--- src/source/regFile.sv ---
`timescale 1ns/1ps

module regFile (
    input  logic        clk,
    input  logic        arstN,
    input  logic [4:0]  rs,
    input  logic [4:0]  rt,
    output logic [31:0] rsData,
    output logic [31:0] rtData,
    input  logic        wrEn,
    input  logic [4:0]  wrAddr,
    input  logic [31:0] wrData
);

    logic [31:0] regs [32];

    // Asynchronous read ports
    assign rsData = regs[rs];
    assign rtData = regs[rt];

    always_ff @(posedge clk or negedge arstN) begin
        if (!arstN) begin
            for (int i = 0; i < 32; i++) begin
                regs[i] <= '0;
            end
        end else if (wrEn && (wrAddr != 5'd0)) begin
            regs[wrAddr] <= wrData;     // $0 stays zero
        end
    end

endmodule

--- config.mk ---
export PLATFORM = sky130hd
export DESIGN_NAME = regFile
export DESIGN_NICKNAME = d
export VERILOG_FILES = /design/src/source/regFile.sv
export SDC_FILE = /design/constraint.sdc
export NUM_CORES = 2
export LEC_CHECK = 0
export BUFFER_PORTS_ARGS = -buffer_cell sky130_fd_sc_hd__buf_4
export CAP_MARGIN = 20
export CORE_ASPECT_RATIO = 0.5
export CORE_MARGIN = 1.5
export CORE_UTILIZATION = 35
export DETAILED_ROUTE_END_ITERATION = 8
export PLACE_DENSITY = 0.6
export SYNTH_ARGS = -nofsm -noshare
export SYNTH_HDL_FRONTEND = slang
export SYNTH_SLANG_ARGS = --single-unit
--- constraint.sdc ---
create_clock -name clk -period 1.8 [get_ports clk]
set_input_delay 0.36 -clock clk [delete_from_list [all_inputs] [get_ports clk]]
set_output_delay 0.36 -clock clk [all_outputs]
set_load 0.1 [all_outputs]
# Yosys cells after proc, flatten, opt, wreduce, memory -nomap -nowiden
# Cells that the tools add are included.
[word_totals]
regBits = 1024
input_bits = 50
output_inout_bits = 64
[op_classes]
order_cmp = 4
n_mux = 9
bitwise_logic = 3
reduce_logical = 3
[op_table]
columns = ["cell", "count"]
rows = [
  ["1024-bit bitwise mux", 1],
  ["32-bit binary-select mux with 5-bit select", 2],
  ["32-bit demux with 5-bit select", 1],
  ["32-bit two-way mux", 5],
  ["6-bit greater-or-equal comparator (second input constant)", 3],
  ["5-bit inverter with 6-bit output", 3],
  ["6-bit by 1-bit < comparator with 1-bit output (second input constant)", 1],
  ["5-bit nonzero test", 1],
  ["1-bit logical AND", 2],
]

# Logic depth before layout (Yosys ltp)
[depth]
ltp_word = 6
ltp_mapped = 8
mapped_depth_nobuf = 5

# Worst setup path before layout
# No wires, ideal clock.
[synth_path]
path_kind = "input to output"
startpoint = "in rs[1]"
endpoint = "out rsData[23]"
t_arrival_ns = 2.229
slack_ns = -0.789
cell_stages = 7
n_path_buf = 3
cell_sequence = "buf_2 buf_2 buf_2 mux2i_1 a22oi_1 a31oi_1 nand3_1"
[synth_between]
elab_chain_len = 4
[synth_rtl]
columns = ["element", "line", "source"]
rows = [
  ["start: declaration", "6", "input logic [4:0] rs,"],
  ["5-bit inverter with 6-bit output (not written as such)", "18", "assign rsData = regs[rs];"],
  ["32-bit binary-select mux with 5-bit select", "18", ""],
  ["32-bit two-way mux (not written as such) (2 in a row)", "18", ""],
  ["end: declaration", "8", "output logic [31:0] rsData,"],
]
# Every way passes these cells. The select of a mux whose other input is x is not followed.

# Worst setup path in the final report
[layout_path]
startpoint = "reg regs[785] in the netlist's numbering"
endpoint = "out rtData[17]"
[layout_between]
elab_chain_len = 3
[layout_rtl]
columns = ["element", "line", "source"]
rows = [
  ["start: declaration", "15", "logic [31:0] regs [32];"],
  ["start signal: indexed assignment", "27", "regs[wrAddr] <= wrData;"],
  ["32-bit binary-select mux with 5-bit select", "19", "assign rtData = regs[rt];"],
  ["32-bit two-way mux (not written as such) (2 in a row)", "19", ""],
  ["end: declaration", "9", "output logic [31:0] rtData,"],
]
# Every way passes these cells. The select of a mux whose other input is x is not followed.

==> impl_metrics.env <==
export IMPL_cts_sinks=1024
export IMPL_finClkSkew_ps=0
export IMPL_clkSlewWorstSetupHoldPaths_ps=60
export IMPL_start_util_pct=35.2
export IMPL_largest_register_ffs=1024
export IMPL_max_slew_margin_rel_pct=45.5
export IMPL_overflow=0
export IMPL_p_per_area_nw_per_um2=1030
export IMPL_cp_end_kind="primary output"
export IMPL_area_growth_pct=24.7
export IMPL_max_cap_violations=0
export IMPL_largestRegisters="regs: 1024 flops"
export IMPL_ir_worst_vdd_uv=766
export IMPL_maxSlewViolCount=0
export IMPL_path_cells="mux2i_1 -> a22o_1 -> nor3_2 -> a31oi_2 -> buf_4 -> nand3_4 -> buf_12"
export IMPL_grt_setup_unrepaired="yes"
export IMPL_yosysTopAreaCellShare_pct=46.2
export IMPL_clk_path_buf_depth=3
export IMPL_ys_top_cells_by_area="dfrtp_1, mux2_2, mux2i_1"
export IMPL_startpoint_type="register"
export IMPL_outcome="complete, but fails checks"
export IMPL_io_pins=114
export IMPL_final_cells=7011
export IMPL_hpwlAfterDp_um=121000
export IMPL_yosys_warnings=0
export IMPL_num_nets_final=4876
export IMPL_power_mw=71.0
export IMPL_synth_area_sq_um=55500
export IMPL_drive_gt1_share_pct=40.4
export IMPL_period_needed_ps=2580
export IMPL_setup_ws_ps=-777
export IMPL_grt_max_degree=99
export IMPL_drcViolationCount=0
export IMPL_hold_ws_ps=106
export IMPL_routedWlPerCell_um=26.6
export IMPL_io_buffers=113
export IMPL_min_period_over_period_pct=143
export IMPL_fin_tns_setup_ps=-41280
export IMPL_core_sq_um=158000
export IMPL_violations="setup timing"
export IMPL_synth_edff_count=0
export IMPL_viasPerCell=5.72
export IMPL_grt_pass1_wl_um=278000
export IMPL_syn_inst=4606
export IMPL_routed_via_count=40100
export IMPL_htree_levels=3
export IMPL_max_flop_register="regs"
export IMPL_hold_violations=0
export IMPL_dr_first_iter_drc_count=3316
export IMPL_worstSkewPairLatency_ps=730
export IMPL_tightest_slew_ps=815
export IMPL_die_x_um=566
export IMPL_hp_class="in2reg"
export IMPL_cts_tree="done"
export IMPL_finalSetupViolCount=64
export IMPL_antenna_left=0
export IMPL_dp_cells=6827
export IMPL_syn_nets=4656
export IMPL_first_global_vias=42000
export IMPL_required_ps=1440
export IMPL_async_reset_ff_share_pct=100
export IMPL_totalWireLength_um=187000
export IMPL_track_usage_pct=22.8
export IMPL_dr_pass1_iters=5
export IMPL_ys_ff_latch=1024
export IMPL_synth_cell_types=27
export IMPL_cpPeakStageDelay_ps=390
export IMPL_antenna_found_initial=3
export IMPL_seq_area_frac_synth_pct=46.2
export IMPL_max_freq_ghz=0.388
export IMPL_numCtsBuffers=107
export IMPL_crit_path_top_delay_cell="dfrtp_1"
export IMPL_die_area_sq_um=161000
export IMPL_cp_data_arrival_time_ps=2220
export IMPL_cts_root_buffer="clkbuf_16"
export IMPL_crit_fanout=3
export IMPL_dp_slack_ps=-781
export IMPL_fillCellCount=14100
export IMPL_yosysTopAreaCell="dfrtp_1"
export IMPL_gp_congestion=0.854
export IMPL_synth_ff_type="dfrtp_1"
export IMPL_row_count=103
export IMPL_leakage_nw=32.1
export IMPL_fp_dieH_um=285
export IMPL_syn_area_per_cell_sq_um=12.1
export IMPL_crit_type="reg2out"
## cell families after synthesis
kind of cell	after synthesis	synth area share, %
AND/OR/NAND/NOR	513	4.23
buffers and inverters	477	3.95
flip-flops	1024	46.2
AO/OA/AOI/OAI	576	7.07
multiplexers	2016	38.6
## cell type report
class                   count  area, sq um  area share [%]
clock buffers             154         3200            4.62
repair buffers            588         7550            10.9
clock inverters            37          460           0.665
diodes                      3         7.51          0.0108
flip-flops and latches   1024        25600            37.0
well taps                2100         2630            3.80
multi-input cells        3105        29700            43.0
## stage by stage
stage,utilization [%],area [sq um]
4_1_cts,43.8,69100
3_3_place_gp,40.7,64100
2_1_floorplan,-,57400
6_report,43.9,69200
5_1_grt,43.9,69200
3_5_place_dp,40.7,64100
## final timing paths
kind | depth (start not counted) | slack, ps | start | to
worst min-delay path | 2 | 110 | wrData[7] | regs[103]
max in group asynchronous | 3 | 780 | arstN | regs[920]
worst min register to register | 0 | 400 | regs[1012] | regs[1012]
min in group asynchronous | 2 | 120 | arstN | regs[76]
worst max-delay path | 7 | -780 | regs[785] | rtData[17]
worst max register to register | 3 | 770 | regs[780] | regs[780]
## where the power goes
part | internal [mW] | switching [mW] | total, mW
clock | 13.6 | 9.69 | 23.3
combinational | 8.47 | 8.49 | 17.0
sequential | 27.4 | 3.40 | 30.8
total | 49.5 | 21.6 | 71.0
## routing by layer
layer | vias to the layer above | GRT usage, % | routed length [um]
met5 | - | 0 | 0
met4 | 0 | 6.67 | 5360
met3 | 314 | 3.72 | 10100
met1 | 21200 | 31.8 | 85700
li1 | 17400 | - | -
met2 | 1125 | 36.1 | 85500
## Yosys cell counts (2+ instances only)
master,number
nor3b_2,2
or2_2,2
a31oi_1,64
clkbuf_1,225
nand3_1,193
nand2b_1,5
nor2b_1,4
nor2_1,16
and3b_1,2
a22oi_1,192
dfrtp_1,1024
and2_1,3
nand3b_1,5
nor3_1,65
a22o_1,128
mux2_2,991
mux2i_1,1024
a21oi_1,192
buf_1,24
buf_4,46
nor3b_1,3
nand2_1,211
buf_2,181
## placed cells by master (no fill, tap or decap), types with 128 or more instances in the layout
| cell | synthesis | layout |
|---|---|---|
| mux2i_1 | 1024 | 1024 |
| dfrtp_1 | 1024 | 1024 |
| mux2_2 | 991 | 991 |
| buf_4 | 46 | 335 |
| buf_12 | 0 | 244 |
| nand2_1 | 211 | 194 |
| a21oi_1 | 192 | 192 |
| a22oi_1 | 192 | 190 |
| nand3_1 | 193 | 129 |
| a22o_1 | 128 | 128 |
## worst max-delay path: cells and delay by family, from the launching register on
kind	cells	cell delay, ps
AO/OA/AOI/OAI	2	420
flip-flops	1	390
buffers and inverters	2	360
AND/OR/NAND/NOR	2	150
multiplexers	1	150
## what timing repair did
action,4_1_cts,5_1_grt
endpoints found under the hold margin,349,0
hold buffers,1,0
cloned,0,1
pin swaps,123,86
endpoints found under the setup margin,64,64
setup buffers,4,7
resized for setup,288,13
(Power assumes the default switching activity.)
