[config.mk]
export PLATFORM = sky130hd
export DESIGN_NAME = controlUnit_flat
export DESIGN_NICKNAME = d
export VERILOG_FILES = /design/src/source/mipsPkg.sv /design/src/source/ctrlIf.sv /design/src/source/controlUnit.sv /design/src/flat_wrapper.sv
export SDC_FILE = /design/constraint.sdc
export NUM_CORES = 1
export LEC_CHECK = 0
export ABC_AREA = 1
export BUFFER_PORTS_ARGS = -buffer_cell sky130_fd_sc_hd__clkbuf_2
export CORE_AREA = 2 2 39 41
export DETAILED_ROUTE_END_ITERATION = 12
export DIE_AREA = 0 0 41 43
export SYNTH_ARGS = -nofsm -noshare
export SYNTH_HDL_FRONTEND = slang
export SYNTH_SLANG_ARGS = --single-unit
export TNS_END_PERCENT = 20
[constraint.sdc]
create_clock -name vclk -period 1.4
set_clock_uncertainty 0.15 [all_clocks]
set_input_delay 0.42 -clock vclk [all_inputs]
set_output_delay 0.42 -clock vclk [all_outputs]
set_load 0.01 [all_outputs]
[src/source/mipsPkg.sv]
package mipsPkg;

    // Primary opcode field, instr[31:26]
    typedef enum logic [5:0] {
        OP_RTYPE = 6'b000000,
        OP_J     = 6'b000010,
        OP_BEQ   = 6'b000100,
        OP_LW    = 6'b100011,
        OP_SW    = 6'b101011
    } opcode_t;

    // R-type function field, instr[5:0]
    typedef enum logic [5:0] {
        FN_ADD = 6'b100000,
        FN_SUB = 6'b100010,
        FN_AND = 6'b100100,
        FN_OR  = 6'b100101,
        FN_SLT = 6'b101010
    } funct_t;

    // ALU control encoding
    typedef enum logic [3:0] {
        ALU_AND = 4'b0000,
        ALU_OR  = 4'b0001,
        ALU_ADD = 4'b0010,
        ALU_SUB = 4'b0110,
        ALU_SLT = 4'b0111
    } aluOp_t;

    // Next pc source
    typedef enum logic [1:0] {
        PC_NEXT   = 2'b00,
        PC_BRANCH = 2'b01,
        PC_JUMP   = 2'b10
    } pcSrc_t;

    localparam int DMEM_WORDS = 64;        // Data memory depth in words
    localparam int DMEM_AW    = 6;         // Word address width
    localparam logic [31:0] RESET_PC = 32'h0000_0000;

endpackage

[src/source/ctrlIf.sv]
`timescale 1ns/1ps

interface ctrlIf;
    import mipsPkg::*;

    logic   regWrite;      // Register file write enable
    aluOp_t aluOperation;  // ALU function
    logic   memWrite;      // Data memory store
    pcSrc_t pcSrc;         // Next pc selection
    logic   aluSrc;        // Immediate as ALU operand B
    logic   regDst;        // rd instead of rt as destination

    modport decoder (
        output regWrite, aluOperation, memWrite,
        output pcSrc, aluSrc, regDst
    );

    modport consumer (
        input regWrite, aluOperation, memWrite,
        input pcSrc, aluSrc, regDst
    );

endinterface

[src/source/controlUnit.sv]
`timescale 1ns/1ps

module controlUnit (
    input  mipsPkg::opcode_t opcode,
    input  mipsPkg::funct_t  funct,
    ctrlIf.decoder           ctrl
);
    import mipsPkg::*;

    always_comb begin
        // Defaults describe a no-effect instruction
        ctrl.regWrite     = 1'b0;
        ctrl.memWrite     = 1'b0;
        ctrl.aluSrc       = 1'b0;
        ctrl.regDst       = 1'b0;
        ctrl.pcSrc        = PC_NEXT;
        ctrl.aluOperation = ALU_AND;

        case (opcode)
            OP_RTYPE: begin
                ctrl.regWrite = 1'b1;
                ctrl.regDst   = 1'b1;        // Write rd
                case (funct)
                    FN_ADD:  ctrl.aluOperation = ALU_ADD;
                    FN_SUB:  ctrl.aluOperation = ALU_SUB;
                    FN_AND:  ctrl.aluOperation = ALU_AND;
                    FN_OR:   ctrl.aluOperation = ALU_OR;
                    FN_SLT:  ctrl.aluOperation = ALU_SLT;
                    default: ctrl.aluOperation = ALU_AND; // Unknown funct acts as AND
                endcase
            end

            OP_LW: begin
                ctrl.regWrite     = 1'b1;
                ctrl.aluSrc       = 1'b1;
                ctrl.aluOperation = ALU_ADD;   // Base plus offset
            end

            OP_SW: begin
                ctrl.memWrite     = 1'b1;
                ctrl.aluSrc       = 1'b1;
                ctrl.aluOperation = ALU_ADD;   // Base plus offset
            end

            OP_BEQ: begin
                ctrl.pcSrc        = PC_BRANCH;
                ctrl.aluOperation = ALU_SUB;   // Zero result means equal
            end

            OP_J: begin
                ctrl.pcSrc = PC_JUMP;
            end

            default: begin
                // Unlisted opcode retires with no effect
                ctrl.pcSrc = PC_NEXT;
            end
        endcase
    end

endmodule

[src/flat_wrapper.sv]
// flat-port wrapper written by rule: the top's interface ports become plain ports
module controlUnit_flat import mipsPkg::*;
  (opcode, funct, ctrl_regWrite, ctrl_aluOperation, ctrl_memWrite, ctrl_pcSrc, ctrl_aluSrc, ctrl_regDst);
  ctrlIf ctrl_i ();
  input  mipsPkg::opcode_t opcode;
  input  mipsPkg::funct_t funct;
  output wire logic [$bits(ctrl_i.regWrite)-1:0] ctrl_regWrite;
  output wire logic [$bits(ctrl_i.aluOperation)-1:0] ctrl_aluOperation;
  output wire logic [$bits(ctrl_i.memWrite)-1:0] ctrl_memWrite;
  output wire logic [$bits(ctrl_i.pcSrc)-1:0] ctrl_pcSrc;
  output wire logic [$bits(ctrl_i.aluSrc)-1:0] ctrl_aluSrc;
  output wire logic [$bits(ctrl_i.regDst)-1:0] ctrl_regDst;
  assign ctrl_regWrite = ctrl_i.regWrite;
  assign ctrl_aluOperation = ctrl_i.aluOperation;
  assign ctrl_memWrite = ctrl_i.memWrite;
  assign ctrl_pcSrc = ctrl_i.pcSrc;
  assign ctrl_aluSrc = ctrl_i.aluSrc;
  assign ctrl_regDst = ctrl_i.regDst;
  controlUnit u_core (.opcode(opcode), .funct(funct), .ctrl(ctrl_i));
endmodule
After elaboration in Yosys (flattened, before gate mapping)

Index checks and enable logic that the tools add are counted.

Flip-flop bits (word level): 0
Input bits: 12
Output and inout bits: 10

Reductions and logical operators: 3
Multiplexer cells: 7
Eq/ne operators: 8

Operators with widths:

| kind               | number |
|---|---|
| $eq 6x6->1 const B | 6 |
| $pmux 3 s4         | 1 |
| $pmux 4 s3         | 1 |
| $eq 6x2->1 const B | 1 |
| $eq 6x3->1 const B | 1 |
| $logic_not 6->1    | 1 |
| $mux 1             | 4 |
| $pmux 2 s2         | 1 |
| $reduce_or 2->1    | 2 |

Longest topological paths before layout

Word-level depth: 3
Depth in mapped cells: 5

Worst setup path after synthesis

No wires, ideal clock.

Path kind: input to output
Start: input opcode[2]
End: output ctrl_aluOperation[0]
Stages on the path: 5
Required time: 830 ps
Buffers on the path: 0
Arrival: 956 ps
Slack: -126 ps
Path through: nor2_1 nand2_2 nor2_4 nand4_1 nand2_1

Cells in the longest elaborated chain, start to end: 3

Ends and longest elaborated chain:

| what                             | RTL line          | RTL |
|---|---|---|
| from (decl)                      | flat_wrapper.sv:5 | `input mipsPkg::opcode_t opcode;` |
| $eq 6x6->1                       | controlUnit.sv:19 | `case (opcode)` |
| $reduce_or 2->1 (no source line) | --                |  |
| $pmux 4 s3 (*)                   | controlUnit.sv:19 |  |
| to (decl)                        | flat_wrapper.sv:8 | `output wire logic [$bits(ctrl_i.aluOperation)-1:0] ctrl_aluOperation;` |

Mark *: on every way between the ends. The rest lies on a longest branch, timed or not.

Worst setup path after layout

Start: input opcode[5]
End: output ctrl_aluOperation[0]

The elaborated chain is that of the path after synthesis.

==> results.toml <==
[die]
core_um2 = 1384
chipHeight_um = 43
dieArea_um2 = 1763
die_width_um = 41
initial_utilization = 0.1230
io_pins = 22
std_cell_rows = 14

[timing]
min_period_ns = 1.755
slew_viol_final = 0
rsz0062_at_grt = "yes"
hold_viol_final = 0
period_share = 1.254
setup_ws_ns = -0.3551
finalSetupViolCount = 9
max_freq_mhz = 569.8

[global_route]
grt_max_degree = 6
gr-usage-all-layers = 0.06693
grt_pass1_vias = 258
grt_pass1_wl_um = 910
grt_overflow = 0
antenna_found_initial = 0

[cells_and_area]
design_area_um2 = 381.6
area_growth_pct = 124.3
seqCellArea_um2 = 0
num_antenna_cells = 0
n_fill_cell = 172
nets = 73
fin_cells = 75
num-clock-buffers = 0
drive_gt1_frac = 0.6102
n_sequential_cell = 0

[yosys]
netlist_area_um2 = 170.2
synth_top_cells_by_area = "inv_1 15%, nor2_1 15%, nand3_1 12%"
synth_top_family_by_area = "simple AND/OR/NAND/NOR gates"
netlist_top_cells_count = "7 x inv_1, 7 x nor2_1, 4 x nand2_1, 4 x nand3_1, 3 x nand4_1"
syn_inst = 35
synth_fa_ha_area_frac = 0
synth_cell_types = 14
synthSimpleGateAreaFrac = 0.6912
synth_xor_area_frac = 0
syn_area_per_cell_um2 = 4.862
synth_fp_nets = 47
yosysWarnings = 0
synth_compound_area_frac = 0.06618
seq_area_frac_synth = 0
synth_top_cell_by_area = "inv_1"
synth_top_area_frac = 0.1544
muxShareOfSynthArea = 0

[power_and_ir_drop]
p_int_mw = 0.03677
switching_power_mw = 0.03452
vdd_drop_max_v = 0.00006656
switching_share = 0.4842
total_power_mw = 0.07129
p_comb_frac = 1.000
seq_power_share = 0
clockPowerShare = 0
leakage_nw = 0.2379
powerDensity_nw_per_um2 = 186.8

[placed_design]
dp_hpwl_um = 483.6
place_inst = 74
place_area_um2 = 310.3
gp_congestion = 0.6293
port_buffers = 21

[clock_tree]
holdBufCountCts = 0

[worst_setup_path]
crit_type = "input port to output pin"
critical_path.startpoint_type = "input port"
end_kind = "output pin"
crit_fanout = 5
arrival_ns = 1.19
required_ns = 0.83

[min_path]
hold_end = "ctrl_pcSrc[1]"
hold_start = "opcode[0]"
holdPathStages = 3
hold_class = "input port to output pin"

[job]
drv_cap = 0

[status]
status = "finished with violations"
violations = "setup timing"

[drt]
dr_total_vias = 297
wirelength_um = 637
viasPerCell = 3.960
route.detailed.drc = 0
first_iter_violations = 1
firstDrtPassIters = 2
postRouteAntennaNets = 0
post_drt_wl_per_cell_um = 8.493
cell type report:
class | count | area [µm²] | area share
well taps | 16 | 20.02 | 0.05246
multi-input cells | 26 | 162.7 | 0.4262
repair buffers | 25 | 168.9 | 0.4426
inverters | 8 | 30.03 | 0.07869
layout by cell type (no fill, tap or decap):
master    synthesis  layout
nand2_2           1       1
nand2_1           4       4
buf_6             0       5
a21oi_1           1       1
nand3_1           4       2
nand3_2           0       2
o22ai_1           1       1
nor2_1            7       5
conb_1            1       1
nor3b_2           0       1
nor2_4            1       3
inv_2             1       2
clkbuf_2          0      10
buf_2             0       5
nor2_2            2       2
buf_4             1       5
inv_1             7       6
nand4_1           3       3
worst max-delay path, cell delays in order:
cell and delay, ns:
buf_6 0.10, nor2_4 0.11, nand2_2 0.09, nor2_4 0.16
nand4_1 0.10, nand2_1 0.08, buf_2 0.12
routing by layer:
metal / global-route usage / up-vias / routed length, µm
li1: - / 157 / -
met1: 0.08228 / 126 / 208
met2: 0.1219 / 14 / 355
met3: 0.01047 / 0 / 73
met4: 0 / 0 / 0
met5: 0 / - / 0
power groups by stage:
stage          Combinational, mW  Clock (mW)  Sequential [mW]
6_report                  0.0713           0                0
5_1_grt                   0.0781           0                0
4_1_cts                   0.0555           0                0
3_5_place_dp              0.0540           0                0
3_3_place_gp              0.0537           0                0
2_1_floorplan             0.0242           0                0
per-stage QoR:
step | hold slack, ns | worst slack (ns) | TNS (ns) | utilization
detailed placement | 0.9648 | -0.3601 | -2.585 | 0.2242
finish | 0.9766 | -0.3551 | -2.603 | 0.2758
global route | 0.9919 | -0.4390 | -3.327 | 0.2758
floorplan | 0.7403 | -0.1256 | -0.5267 | -
CTS | 0.9674 | -0.3482 | -2.496 | 0.2278
global placement | 0.9652 | -0.3392 | -2.534 | 0.2242
worst max-delay path by stage:
stage,start,endpoint,slack [ns],depth (start not counted)
finish,opcode[5],ctrl_aluOperation[0],-0.36,7
global route,opcode[5],ctrl_aluOperation[0],-0.44,7
CTS,opcode[4],ctrl_aluOperation[1],-0.35,7
detailed placement,opcode[2],ctrl_aluOperation[1],-0.36,7
global placement,opcode[2],ctrl_aluOperation[1],-0.34,7
floorplan,opcode[2],ctrl_aluOperation[0],-0.13,5
kinds of logic (layout without fill, tap and decap cells):
kind of cell / after synthesis / count (layout)
AND/OR/NAND/NOR: 23 / 23
buffers and inverters: 9 / 33
AO/OA/AOI/OAI: 2 / 2
other: 1 / 1
repair_timing:
item | 4_1_cts | 5_1_grt
resized for setup | 3 | 23
setup endpoints to repair | 9 | 9
pin swaps | 2 | 7
buffers inserted | 0 | 1
(Power assumes the default switching activity.)
