**config.mk**
```make
export PLATFORM = sky130hd
export DESIGN_NAME = executeUnit_flat
export DESIGN_NICKNAME = d
export VERILOG_FILES = /design/src/source/mipsPkg.sv /design/src/source/ctrlIf.sv /design/src/source/executeUnit.sv /design/src/flat_wrapper.sv
export SDC_FILE = /design/constraint.sdc
export NUM_CORES = 2
export LEC_CHECK = 0
export ABC_CLOCK_PERIOD_IN_PS = 13750
export BUFFER_PORTS_ARGS = -buffer_cell sky130_fd_sc_hd__buf_2
export CAP_MARGIN = 40
export CORE_MARGIN = 5
export CORE_UTILIZATION = 40
export DETAILED_ROUTE_END_ITERATION = 16
export GPL_TIMING_DRIVEN = 0
export PLACE_DENSITY_LB_ADDON = 0.05
export SLEW_MARGIN = 10
export SYNTH_ARGS = -nofsm -noshare
export SYNTH_HDL_FRONTEND = slang
export SYNTH_SLANG_ARGS = --single-unit
export TNS_END_PERCENT = 30
```
**constraint.sdc**
```tcl
create_clock -name clk -period 13.75 [get_ports clk]
set_input_delay 4.125 -clock clk [delete_from_list [all_inputs] [get_ports clk]]
set_output_delay 4.125 -clock clk [all_outputs]
set_load 0.005 [all_outputs]
```
**src/source/mipsPkg.sv**
```systemverilog
package mipsPkg;

    // Primary opcode field, instr[31:26]
    typedef enum logic [5:0] {
        OP_RTYPE = 6'b000000,
        OP_J     = 6'b000010,
        OP_BEQ   = 6'b000100,
        OP_LW    = 6'b100011,
        OP_SW    = 6'b101011
    } opcode_t;

    // R-type function field, instr[5:0]
    typedef enum logic [5:0] {
        FN_ADD = 6'b100000,
        FN_SUB = 6'b100010,
        FN_AND = 6'b100100,
        FN_OR  = 6'b100101,
        FN_SLT = 6'b101010
    } funct_t;

    // ALU control encoding
    typedef enum logic [3:0] {
        ALU_AND = 4'b0000,
        ALU_OR  = 4'b0001,
        ALU_ADD = 4'b0010,
        ALU_SUB = 4'b0110,
        ALU_SLT = 4'b0111
    } aluOp_t;

    // Next pc source
    typedef enum logic [1:0] {
        PC_NEXT   = 2'b00,
        PC_BRANCH = 2'b01,
        PC_JUMP   = 2'b10
    } pcSrc_t;

    localparam int DMEM_WORDS = 64;        // Data memory depth in words
    localparam int DMEM_AW    = 6;         // Word address width
    localparam logic [31:0] RESET_PC = 32'h0000_0000;

endpackage

```
**src/source/ctrlIf.sv**
```systemverilog
`timescale 1ns/1ps

interface ctrlIf;
    import mipsPkg::*;

    logic   regWrite;      // Register file write enable
    aluOp_t aluOperation;  // ALU function
    logic   memWrite;      // Data memory store
    pcSrc_t pcSrc;         // Next pc selection
    logic   aluSrc;        // Immediate as ALU operand B
    logic   regDst;        // rd instead of rt as destination

    modport decoder (
        output regWrite, aluOperation, memWrite,
        output pcSrc, aluSrc, regDst
    );

    modport consumer (
        input regWrite, aluOperation, memWrite,
        input pcSrc, aluSrc, regDst
    );

endinterface

```
**src/source/executeUnit.sv**
```systemverilog
`timescale 1ns/1ps

module executeUnit (
    input  logic        clk,
    input  logic        arstN,
    ctrlIf.consumer     ctrl,
    input  logic [31:0] instr,
    input  logic [31:0] rsData,
    input  logic [31:0] rtData,
    input  logic        commit,
    output logic [31:0] pc,
    output logic        wrEn,
    output logic [4:0]  wrAddr,
    output logic [31:0] wrData,
    output logic        memWriteOut,
    output logic [31:0] memAddr,
    output logic [31:0] storeData
);
    import mipsPkg::*;

    opcode_t     opcode;
    logic [31:0] immExt;
    logic [31:0] operandB;
    logic [31:0] aluResult;
    logic [31:0] loadData;
    logic [31:0] pcPlus4;
    logic [31:0] nextPc;
    logic [31:0] dmem [DMEM_WORDS];

    assign opcode   = opcode_t'(instr[31:26]);
    assign immExt   = {{16{instr[15]}}, instr[15:0]};   // Sign extend
    assign operandB = ctrl.aluSrc ? immExt : rtData;

    always_comb begin
        case (ctrl.aluOperation)
            ALU_AND: aluResult = rsData & operandB;
            ALU_OR:  aluResult = rsData | operandB;
            ALU_ADD: aluResult = rsData + operandB;
            ALU_SUB: aluResult = rsData - operandB;
            ALU_SLT: aluResult = {31'd0, $signed(rsData) < $signed(operandB)};
            default: aluResult = '0;
        endcase
    end

    // Data memory, word indexed
    assign loadData = dmem[aluResult[DMEM_AW+1:2]];

    always_ff @(posedge clk or negedge arstN) begin
        if (!arstN) begin
            for (int i = 0; i < DMEM_WORDS; i++) begin
                dmem[i] <= '0;
            end
        end else if (commit && ctrl.memWrite) begin
            dmem[aluResult[DMEM_AW+1:2]] <= rtData;
        end
    end

    // Writeback, never reported for $0
    assign wrAddr = ctrl.regDst ? instr[15:11] : instr[20:16];
    assign wrEn   = ctrl.regWrite && (wrAddr != 5'd0);
    assign wrData = (opcode == OP_LW) ? loadData : aluResult;

    assign memWriteOut = ctrl.memWrite;
    assign memAddr     = aluResult;
    assign storeData   = rtData;

    // Next pc
    assign pcPlus4 = pc + 32'd4;

    always_comb begin
        case (ctrl.pcSrc)
            PC_BRANCH: nextPc = (aluResult == '0) ? pcPlus4 + {immExt[29:0], 2'b00}
                                                  : pcPlus4;
            PC_JUMP:   nextPc = {pcPlus4[31:28], instr[25:0], 2'b00};
            default:   nextPc = pcPlus4;
        endcase
    end

    always_ff @(posedge clk or negedge arstN) begin
        if (!arstN) begin
            pc <= RESET_PC;
        end else if (commit) begin
            pc <= nextPc;               // Only moves when both ports fire
        end
    end

endmodule

```
**src/flat_wrapper.sv**
```systemverilog
// flat-port wrapper written by rule: the top's interface ports become plain ports
module executeUnit_flat import mipsPkg::*;
  (clk, arstN, instr, rsData, rtData, commit, pc, wrEn, wrAddr, wrData, memWriteOut, memAddr, storeData, ctrl_regWrite, ctrl_aluOperation, ctrl_memWrite, ctrl_pcSrc, ctrl_aluSrc, ctrl_regDst);
  ctrlIf ctrl_i ();
  input  logic clk;
  input  logic arstN;
  input  logic [31:0] instr;
  input  logic [31:0] rsData;
  input  logic [31:0] rtData;
  input  logic commit;
  output logic [31:0] pc;
  output logic wrEn;
  output logic [4:0] wrAddr;
  output logic [31:0] wrData;
  output logic memWriteOut;
  output logic [31:0] memAddr;
  output logic [31:0] storeData;
  input wire logic [$bits(ctrl_i.regWrite)-1:0] ctrl_regWrite;
  input wire logic [$bits(ctrl_i.aluOperation)-1:0] ctrl_aluOperation;
  input wire logic [$bits(ctrl_i.memWrite)-1:0] ctrl_memWrite;
  input wire logic [$bits(ctrl_i.pcSrc)-1:0] ctrl_pcSrc;
  input wire logic [$bits(ctrl_i.aluSrc)-1:0] ctrl_aluSrc;
  input wire logic [$bits(ctrl_i.regDst)-1:0] ctrl_regDst;
  assign ctrl_i.regWrite = ctrl_regWrite;
  assign ctrl_i.aluOperation = ctrl_aluOperation;
  assign ctrl_i.memWrite = ctrl_memWrite;
  assign ctrl_i.pcSrc = ctrl_pcSrc;
  assign ctrl_i.aluSrc = ctrl_aluSrc;
  assign ctrl_i.regDst = ctrl_regDst;
  executeUnit u_core (.clk(clk), .arstN(arstN), .ctrl(ctrl_i), .instr(instr), .rsData(rsData), .rtData(rtData), .commit(commit), .pc(pc), .wrEn(wrEn), .wrAddr(wrAddr), .wrData(wrData), .memWriteOut(memWriteOut), .memAddr(memAddr), .storeData(storeData));
endmodule
```
# Word-level counts from Yosys, hierarchy flattened
# Index checks and enable logic that the tools add are counted.
[word_totals] memories=0 romBits=0 elab_cells=100 input_bits=109 ram_bits=0 output_inout_bits=135 reg_bits=2080 latchBits=0
[op_classes] order_cmp=3 n_shift=0 n_div=0 n_reduce_logical=6 muxes=12 multipliers=0 n_bitwise=3 eq_ne=7 n_addsub=4
[op_table] operator="$bwmux W2048" count=1
[op_table] operator="$bmux W32 S6" count=1
[op_table] operator="$demux W32 S6" count=1
[op_table] operator="$mux W32" count=6
[op_table] operator="$pmux W32 S5" count=1
[op_table] operator="$add A32 B32 Y32" count=2
[op_table] operator="$pmux W32 S2" count=1
[op_table] operator="$add A32 B3 Y32 const B" count=1
[op_table] operator="$and A32 B32 Y32" count=1
[op_table] operator="$logic_not A32 Y1" count=1
[op_table] operator="$lt A32 B32 Y1" count=1
[op_table] operator="$or A32 B32 Y32" count=1
[op_table] operator="$sub A32 B32 Y32" count=1
[op_table] operator="$eq A4 B3 Y1 const B" count=2
[op_table] operator="$ge A7 B7 Y1 const B" count=1
[op_table] operator="$lt A7 B1 Y1 const B" count=1
[op_table] operator="$not A6 Y7" count=1
[op_table] operator="$eq A6 B6 Y1 const B" count=1
[op_table] operator="$mux W5" count=1
[op_table] operator="$reduce_bool A5 Y1" count=1
[op_table] operator="$eq A4 B1 Y1 const B" count=1
[op_table] operator="$eq A4 B2 Y1 const B" count=1
[op_table] operator="$logic_not A4 Y1" count=1
[op_table] operator="$logic_and A1 B1 Y1" count=3
[op_table] operator="2 further kinds" count=2

# Longest topological paths before layout
[logic_depth] word_depth=9 depth_mapped=23 mapped_depth_nobuf=19

# Worst setup path after synthesis
# Ideal clock, no wire load.
[synth_path] path_type="input port to output port" start="input port ctrl_aluSrc" end="output port wrData[21]" t_arrival_ps=8620 slack_ps=1005 n_path_buf=6 required_ps=9625 stages=21 cell_sequence="clkbuf_1 clkbuf_1 mux2i_1 inv_1 ha_1 inv_1 fa_1 or2_2 a21oi_1 o31ai_1 nor2_1 inv_2 buf_2 nor3_2 buf_2 buf_2 buf_1 a22oi_1 a31oi_1 nor4_1 a31oi_1"
[synth_via] elab_chain_cells=8 word_cells_on_any_way=11 classes_between="add/sub: 2; mux: 6; bitwise: 3"
[synth_lines] item="start, declared" line_no="flat_wrapper.sv:22" source="input wire logic [$bits(ctrl_i.aluSrc)-1:0] ctrl_aluSrc;"
[synth_lines] item="$mux W32 (*)" line_no="executeUnit.sv:32" source="assign operandB = ctrl.aluSrc ? immExt : rtData;"
[synth_lines] item="$sub A32 B32 Y32, or another cell as far along" line_no="executeUnit.sv:39" source="ALU_SUB: aluResult = rsData - operandB;"
[synth_lines] item="$pmux W32 S5 (*)" line_no="executeUnit.sv:35" source="case (ctrl.aluOperation)"
[synth_lines] item="$not A6 Y7 (implied by the code)" line_no="executeUnit.sv:46" source="assign loadData = dmem[aluResult[DMEM_AW+1:2]];"
[synth_lines] item="$bmux W32 S6" line_no="executeUnit.sv:46"
[synth_lines] item="$mux W32 (implied by the code) (2 in series)" line_no="executeUnit.sv:46"
[synth_lines] item="$mux W32 (*)" line_no="executeUnit.sv:61" source="assign wrData = (opcode == OP_LW) ? loadData : aluResult;"
[synth_lines] item="end, declared" line_no="flat_wrapper.sv:14" source="output logic [31:0] wrData;"
# Mark *: on every way between the ends. The rest lies on a longest branch, timed or not. The select of a mux whose other input is x is not followed.

# Final worst setup path
[layout_path] start="input port rtData[0]" end="output port wrData[31]"
[layout_via] elab_chain_cells=8 word_cells_on_any_way=9 classes_between="add/sub: 2; mux: 6; bitwise: 1"
[layout_lines] item="start, declared" line_no="flat_wrapper.sv:9" source="input logic [31:0] rtData;"
[layout_lines] item="$mux W32 (*)" line_no="executeUnit.sv:32"
[layout_lines] item="$sub A32 B32 Y32 / $add A32 B32 Y32 (equally long branches)" line_no="executeUnit.sv:39, executeUnit.sv:38"
[layout_lines] item="$pmux W32 S5 (*)" line_no="executeUnit.sv:35"
[layout_lines] item="$not A6 Y7 (implied by the code)" line_no="executeUnit.sv:46"
[layout_lines] item="$bmux W32 S6" line_no="executeUnit.sv:46"
[layout_lines] item="$mux W32 (implied by the code) (2 in series)" line_no="executeUnit.sv:46"
[layout_lines] item="$mux W32 (*)" line_no="executeUnit.sv:61"
# Marks and branches as above.

==> results_tabular.tex <==
\begin{tabular}{lr}
\hline
Metric & Value \\
\hline
\multicolumn{2}{l}{\textbf{Flow run}} \\
\quad Maximum capacitance violations & 0 \\
\multicolumn{2}{l}{\textbf{Detailed routing}} \\
\quad Total Wirelength & 611200 um \\
\quad Total number of vias & 87700 \\
\quad \# DRC & 0 \\
\quad Pre-Repair DR Iteration Count & 6 \\
\quad Wire length per cell & 46.91 um \\
\quad Vias per Instance & 6.730 \\
\quad Count of antenna-violating nets left after detailed routing & 0 \\
\quad Iteration-0 DRC count of the detailed router & around 12000 \\
\multicolumn{2}{l}{\textbf{Global route}} \\
\quad Initial antenna violation count & 109 \\
\quad Wire length of the first global-routing pass & 793200 um \\
\quad Sum of overflow across all layers after global routing & 0 \\
\quad Global-route total usage across every layer & 45.11\% \\
\quad Maximum number of pins on one net before global-route repair & 148 \\
\quad Vias in the first global route & 82370 \\
\multicolumn{2}{l}{\textbf{Layout}} \\
\quad Leading cell types in the layout, fill and taps excluded & sky130\_fd\_sc\_hd\_\_dfrtp\_1, sky130\_fd\_sc\_hd\_\_mux2\_2, sky130\_fd\_sc\_hd\_\_nand2\_1 \\
\quad \# nets final & 9604 \\
\quad Layout fillers & 22950 \\
\quad Fraction of layout cells with a size suffix above 1 & about two fifths \\
\quad Layout overhead on the synthesized area & 21.49\% \\
\quad Leading cell type in the layout, fill and taps excluded & sky130\_fd\_sc\_hd\_\_dfrtp\_1 \\
\quad Number of cells in the finished layout apart from fillers & 13030 \\
\multicolumn{2}{l}{\textbf{Worst setup path}} \\
\quad CP Data Required Time & 9.62 ns \\
\quad Crit. End Element & output pin \\
\quad Worst reg2reg startpoint & u\_core.pc[2] \\
\quad Max stage delay cell, worst path & sky130\_fd\_sc\_hd\_\_o31ai\_2 \\
\quad CP Class & input port to output pin \\
\quad Capture point of the worst reg-to-reg path & u\_core.pc[31] \\
\quad Worst setup path endpoint & wrData[31] \\
\quad Crit-path max cell delay & roughly 0.58 ns \\
\quad Largest fanout on the critical path & 10 \\
\quad Arrival time reported for the critical path endpoint & 9.81 ns \\
\quad Critical Path Source Type & input port \\
\quad Worst R2R Setup Slack & $\sim$8 ns \\
\quad Path depth of the worst reg2reg path & 20 \\
\quad Launching instance or port of the critical path & rtData[0] \\
\multicolumn{2}{l}{\textbf{Logic synthesis}} \\
\quad Flops \& latches, synth & 2078 \\
\quad Leading area contributor after synthesis & sky130\_fd\_sc\_hd\_\_dfrtp\_1 \\
\quad Portion of synthesized cell area occupied by the leading cell type & 51.33\% \\
\quad Sequential-to-total area share from yosys stat & between 50\% and 60\% \\
\quad Share of flip-flops with an asynchronous set or reset & 100.0\% \\
\quad Distinct cell type count after synthesis & 106 \\
\quad Cell Area, Synth & 101300 um\^{}2 \\
\quad Syn avg cell area & approximately 12 um\^{}2 \\
\quad Synth area leaders & sky130\_fd\_sc\_hd\_\_dfrtp\_1, sky130\_fd\_sc\_hd\_\_mux2\_2, sky130\_fd\_sc\_hd\_\_a22oi\_1 \\
\quad Number of warnings issued by yosys & 0 \\
\quad Most instantiated flip-flop cell in the synthesis netlist & sky130\_fd\_sc\_hd\_\_dfrtp\_1 \\
\quad Number of instances in the synthesized netlist & 8591 \\
\quad Post-synth EDFFs & 0 \\
\multicolumn{2}{l}{\textbf{Clock network}} \\
\quad Clock tree from TritonCTS & done \\
\quad Max clock buf depth & 3 \\
\quad Htree depth & 4 \\
\quad Clock latency on the worst-skew pair & 0.93 ns \\
\quad Count of hold buffers inserted by post-cts repair & 0 \\
\quad Clock transition at the register clock pins on the worst setup and hold paths after CTS & 0.06 ns \\
\quad Clk sinks & 2078 \\
\quad Buffer cell driving the clock tree root & sky130\_fd\_sc\_hd\_\_clkbuf\_16 \\
\quad Clock buffers created by TritonCTS & roughly 230 \\
\multicolumn{2}{l}{\textbf{Timing}} \\
\quad Final critical delay including setup and external delays & 13.93 ns \\
\quad Fin crit share & 101.3\% \\
\quad Number of failing hold endpoints at the final stage & 0 \\
\quad Worst slew margin relative to its limit & between 20\% and 30\% \\
\quad Maximum operating frequency & a little over 70 MHz \\
\quad Final setup skew & 0.01472 ns \\
\quad Finish-stage setup viols & 24 \\
\quad Slew @ Worst Pin & 1.091 ns \\
\quad Final count of pins violating max slew & 0 \\
\quad RSZ-0062 raised after global routing & yes \\
\quad Worst-case setup margin in the final layout & -0.1823 ns \\
\multicolumn{2}{l}{\textbf{Placement}} \\
\quad Final weighted congestion in routability-driven placement & roughly 1 \\
\quad Post-placement setup slack & -3.677 ns \\
\quad Estimated wirelength of the detail-placed design & 455900 um \\
\quad Number of buffers added on ports & approximately 200 \\
\quad Cell count after placement & 12450 \\
\multicolumn{2}{l}{\textbf{Floorplanning}} \\
\quad Floorplan Core Area & 251600 um\^{}2 \\
\quad Die Width & between 500 and 600 um \\
\quad Y dimension of the die & 513.2 um \\
\quad Effective utilization at floorplan & 40.26\% \\
\quad Top-level port count & $\sim$240 \\
\quad Die outline area & 263400 um\^{}2 \\
\quad Site Rows & between 150 and 200 \\
\multicolumn{2}{l}{\textbf{Power and ir drop}} \\
\quad Clock network fraction of total power & 35.4\% \\
\quad Largest vdd supply drop & 0.0001217 V \\
\quad Cell-internal power & 12.16 mW \\
\quad Part of the power in combinational logic & 25.0\% \\
\quad Power Density & around 150 nW/um\^{}2 \\
\quad Static Leak & 57.26 nW \\
\quad Net switching power & 6.186 mW \\
\quad Part of the power in registers & between 30\% and 40\% \\
\quad Switch share & 33.71\% \\
\multicolumn{2}{l}{\textbf{Outcome}} \\
\quad Status & finished with violations \\
\quad Violations in the final reports & negative setup slack \\
\multicolumn{2}{l}{\textbf{Worst hold path}} \\
\quad Class of the tightest hold or removal check & register to register \\
\hline
\end{tabular}
[flip-flops by register name, indices dropped and copies added, names as in the netlist]
signal,flops
u_core.pc,30
u_core.dmem,2048
[cells by family (layout without fill, tap and decap cells)]
logic type / after synthesis / after routing / share of synthesized area, %
other: 1 / 123 / 0.003702
buffers and inverters: 1010 / 1980 / 4.304
and+or+nand+nor: 1319 / 1319 / 5.853
xor gates and xnor gates: 62 / 62 / 0.5361
AOI/OAI and AO/OA: 1863 / 1863 / 12.77
muxes: 2127 / 2127 / 23.56
DFF: 2078 / 2078 / 51.33
adders and majority gates: 131 / 131 / 1.640
[metrics by stage]
stage	util [%]	total power, mW	cell area (um^2)	hold slack, ns	TNS, ns
2_1_floorplan	-	9.092	101300	0.4578	0
3_3_place_gp	42.33	11.13	106500	0.4669	-
3_5_place_dp	44.51	11.49	112000	0.4770	-101.26
4_1_cts	48.56	18.05	122200	0.4907	-0.2057
5_1_grt	48.80	18.66	122800	0.4953	-0.3925
6_report	48.91	18.35	123100	0.4860	-1.819
[worst min path at each step]
stage          slack [ns]              start  cells past startpoint                end
2_1_floorplan        0.46  u_core.dmem[1935]                      1  u_core.dmem[1935]
3_3_place_gp         0.47  u_core.dmem[1930]                      1  u_core.dmem[1930]
3_5_place_dp         0.48  u_core.dmem[1924]                      1  u_core.dmem[1924]
4_1_cts              0.49  u_core.dmem[1924]                      1  u_core.dmem[1924]
5_1_grt              0.50  u_core.dmem[1930]                      1  u_core.dmem[1930]
6_report             0.49  u_core.dmem[1930]                      1  u_core.dmem[1930]
[Yosys cell counts (11+ instances only)]
library cell,number
sky130_fd_sc_hd__dfrtp_1,2078
sky130_fd_sc_hd__mux2_2,2015
sky130_fd_sc_hd__nand2_1,643
sky130_fd_sc_hd__a21oi_1,487
sky130_fd_sc_hd__clkbuf_1,398
sky130_fd_sc_hd__a22oi_1,335
sky130_fd_sc_hd__buf_2,328
sky130_fd_sc_hd__a221oi_1,212
sky130_fd_sc_hd__nor2_1,200
sky130_fd_sc_hd__nand3_1,192
sky130_fd_sc_hd__a31oi_1,153
sky130_fd_sc_hd__inv_1,153
sky130_fd_sc_hd__o21ai_0,143
sky130_fd_sc_hd__a22o_1,141
sky130_fd_sc_hd__ha_1,128
sky130_fd_sc_hd__buf_1,81
sky130_fd_sc_hd__a211oi_1,78
sky130_fd_sc_hd__mux2i_1,70
sky130_fd_sc_hd__nor3_1,55
sky130_fd_sc_hd__nor4_1,47
sky130_fd_sc_hd__buf_4,42
sky130_fd_sc_hd__mux2_1,42
sky130_fd_sc_hd__and3_1,36
sky130_fd_sc_hd__o211ai_1,36
sky130_fd_sc_hd__nand4_1,35
sky130_fd_sc_hd__xnor2_1,35
sky130_fd_sc_hd__o22ai_1,29
sky130_fd_sc_hd__xor2_1,27
sky130_fd_sc_hd__a311oi_1,24
sky130_fd_sc_hd__a21o_1,23
sky130_fd_sc_hd__nand2b_1,22
sky130_fd_sc_hd__o31ai_1,19
sky130_fd_sc_hd__a221o_1,18
sky130_fd_sc_hd__nor2b_1,17
sky130_fd_sc_hd__o221ai_1,14
sky130_fd_sc_hd__or3_1,14
sky130_fd_sc_hd__o21ai_1,13
sky130_fd_sc_hd__a41oi_1,11
[cell type report]
cell class / count / area, um^2 / area share (%)
inverters: 161 / 614.3 / 0.4992
multi-input cells: 5504 / 46090 / 37.45
repair buffers: 547 / 6604 / 5.366
plain buffers: 844 / 5493 / 4.463
clock inverters: 70 / 842.1 / 0.6842
well taps: 3348 / 4189 / 3.404
clock buffers: 358 / 6938 / 5.637
diodes: 121 / 302.8 / 0.2460
flip-flops and latches: 2078 / 52000 / 42.25
[metal layers]
| layer | vias to the layer above | routed length, um | global-route usage, % |
|---|---|---|---|
| met3 | 1821 | 74700 | 17.17 |
| li1 | 33260 | - | - |
| met5 | - | 476 | 0.1983 |
| met2 | 6586 | 253800 | 63.79 |
| met1 | 45990 | 224100 | 54.55 |
| met4 | 40 | 58110 | 36.92 |
[critical path: cells and delay by family]
family / cells / cell delay [ns]
mux: 1 / 0.10
compound gates: 6 / 1.50
simple gates: 3 / 0.93
buf+inv: 14 / 2.38
fa+ha+maj: 2 / 0.57
[power groups by stage]
stage | registers, mW | logic [mW] | clock network [mW]
after floorplan | 7.22 | 1.87 | 0
final | 7.26 | 4.60 | 6.49
after CTS | 7.23 | 4.34 | 6.49
after global placement | 7.34 | 3.79 | 0
after detailed placement | 7.34 | 4.15 | 0
after global routing | 7.32 | 4.62 | 6.71
[what timing repair did]
action,4_1_cts,5_1_grt
setup endpoints to repair,38,33
hold endpoints to repair,0,0
pin swaps,26,17
setup buffers,29,11
gates resized for setup,567,141
Note: power is estimated with default switching activity, not from simulation.
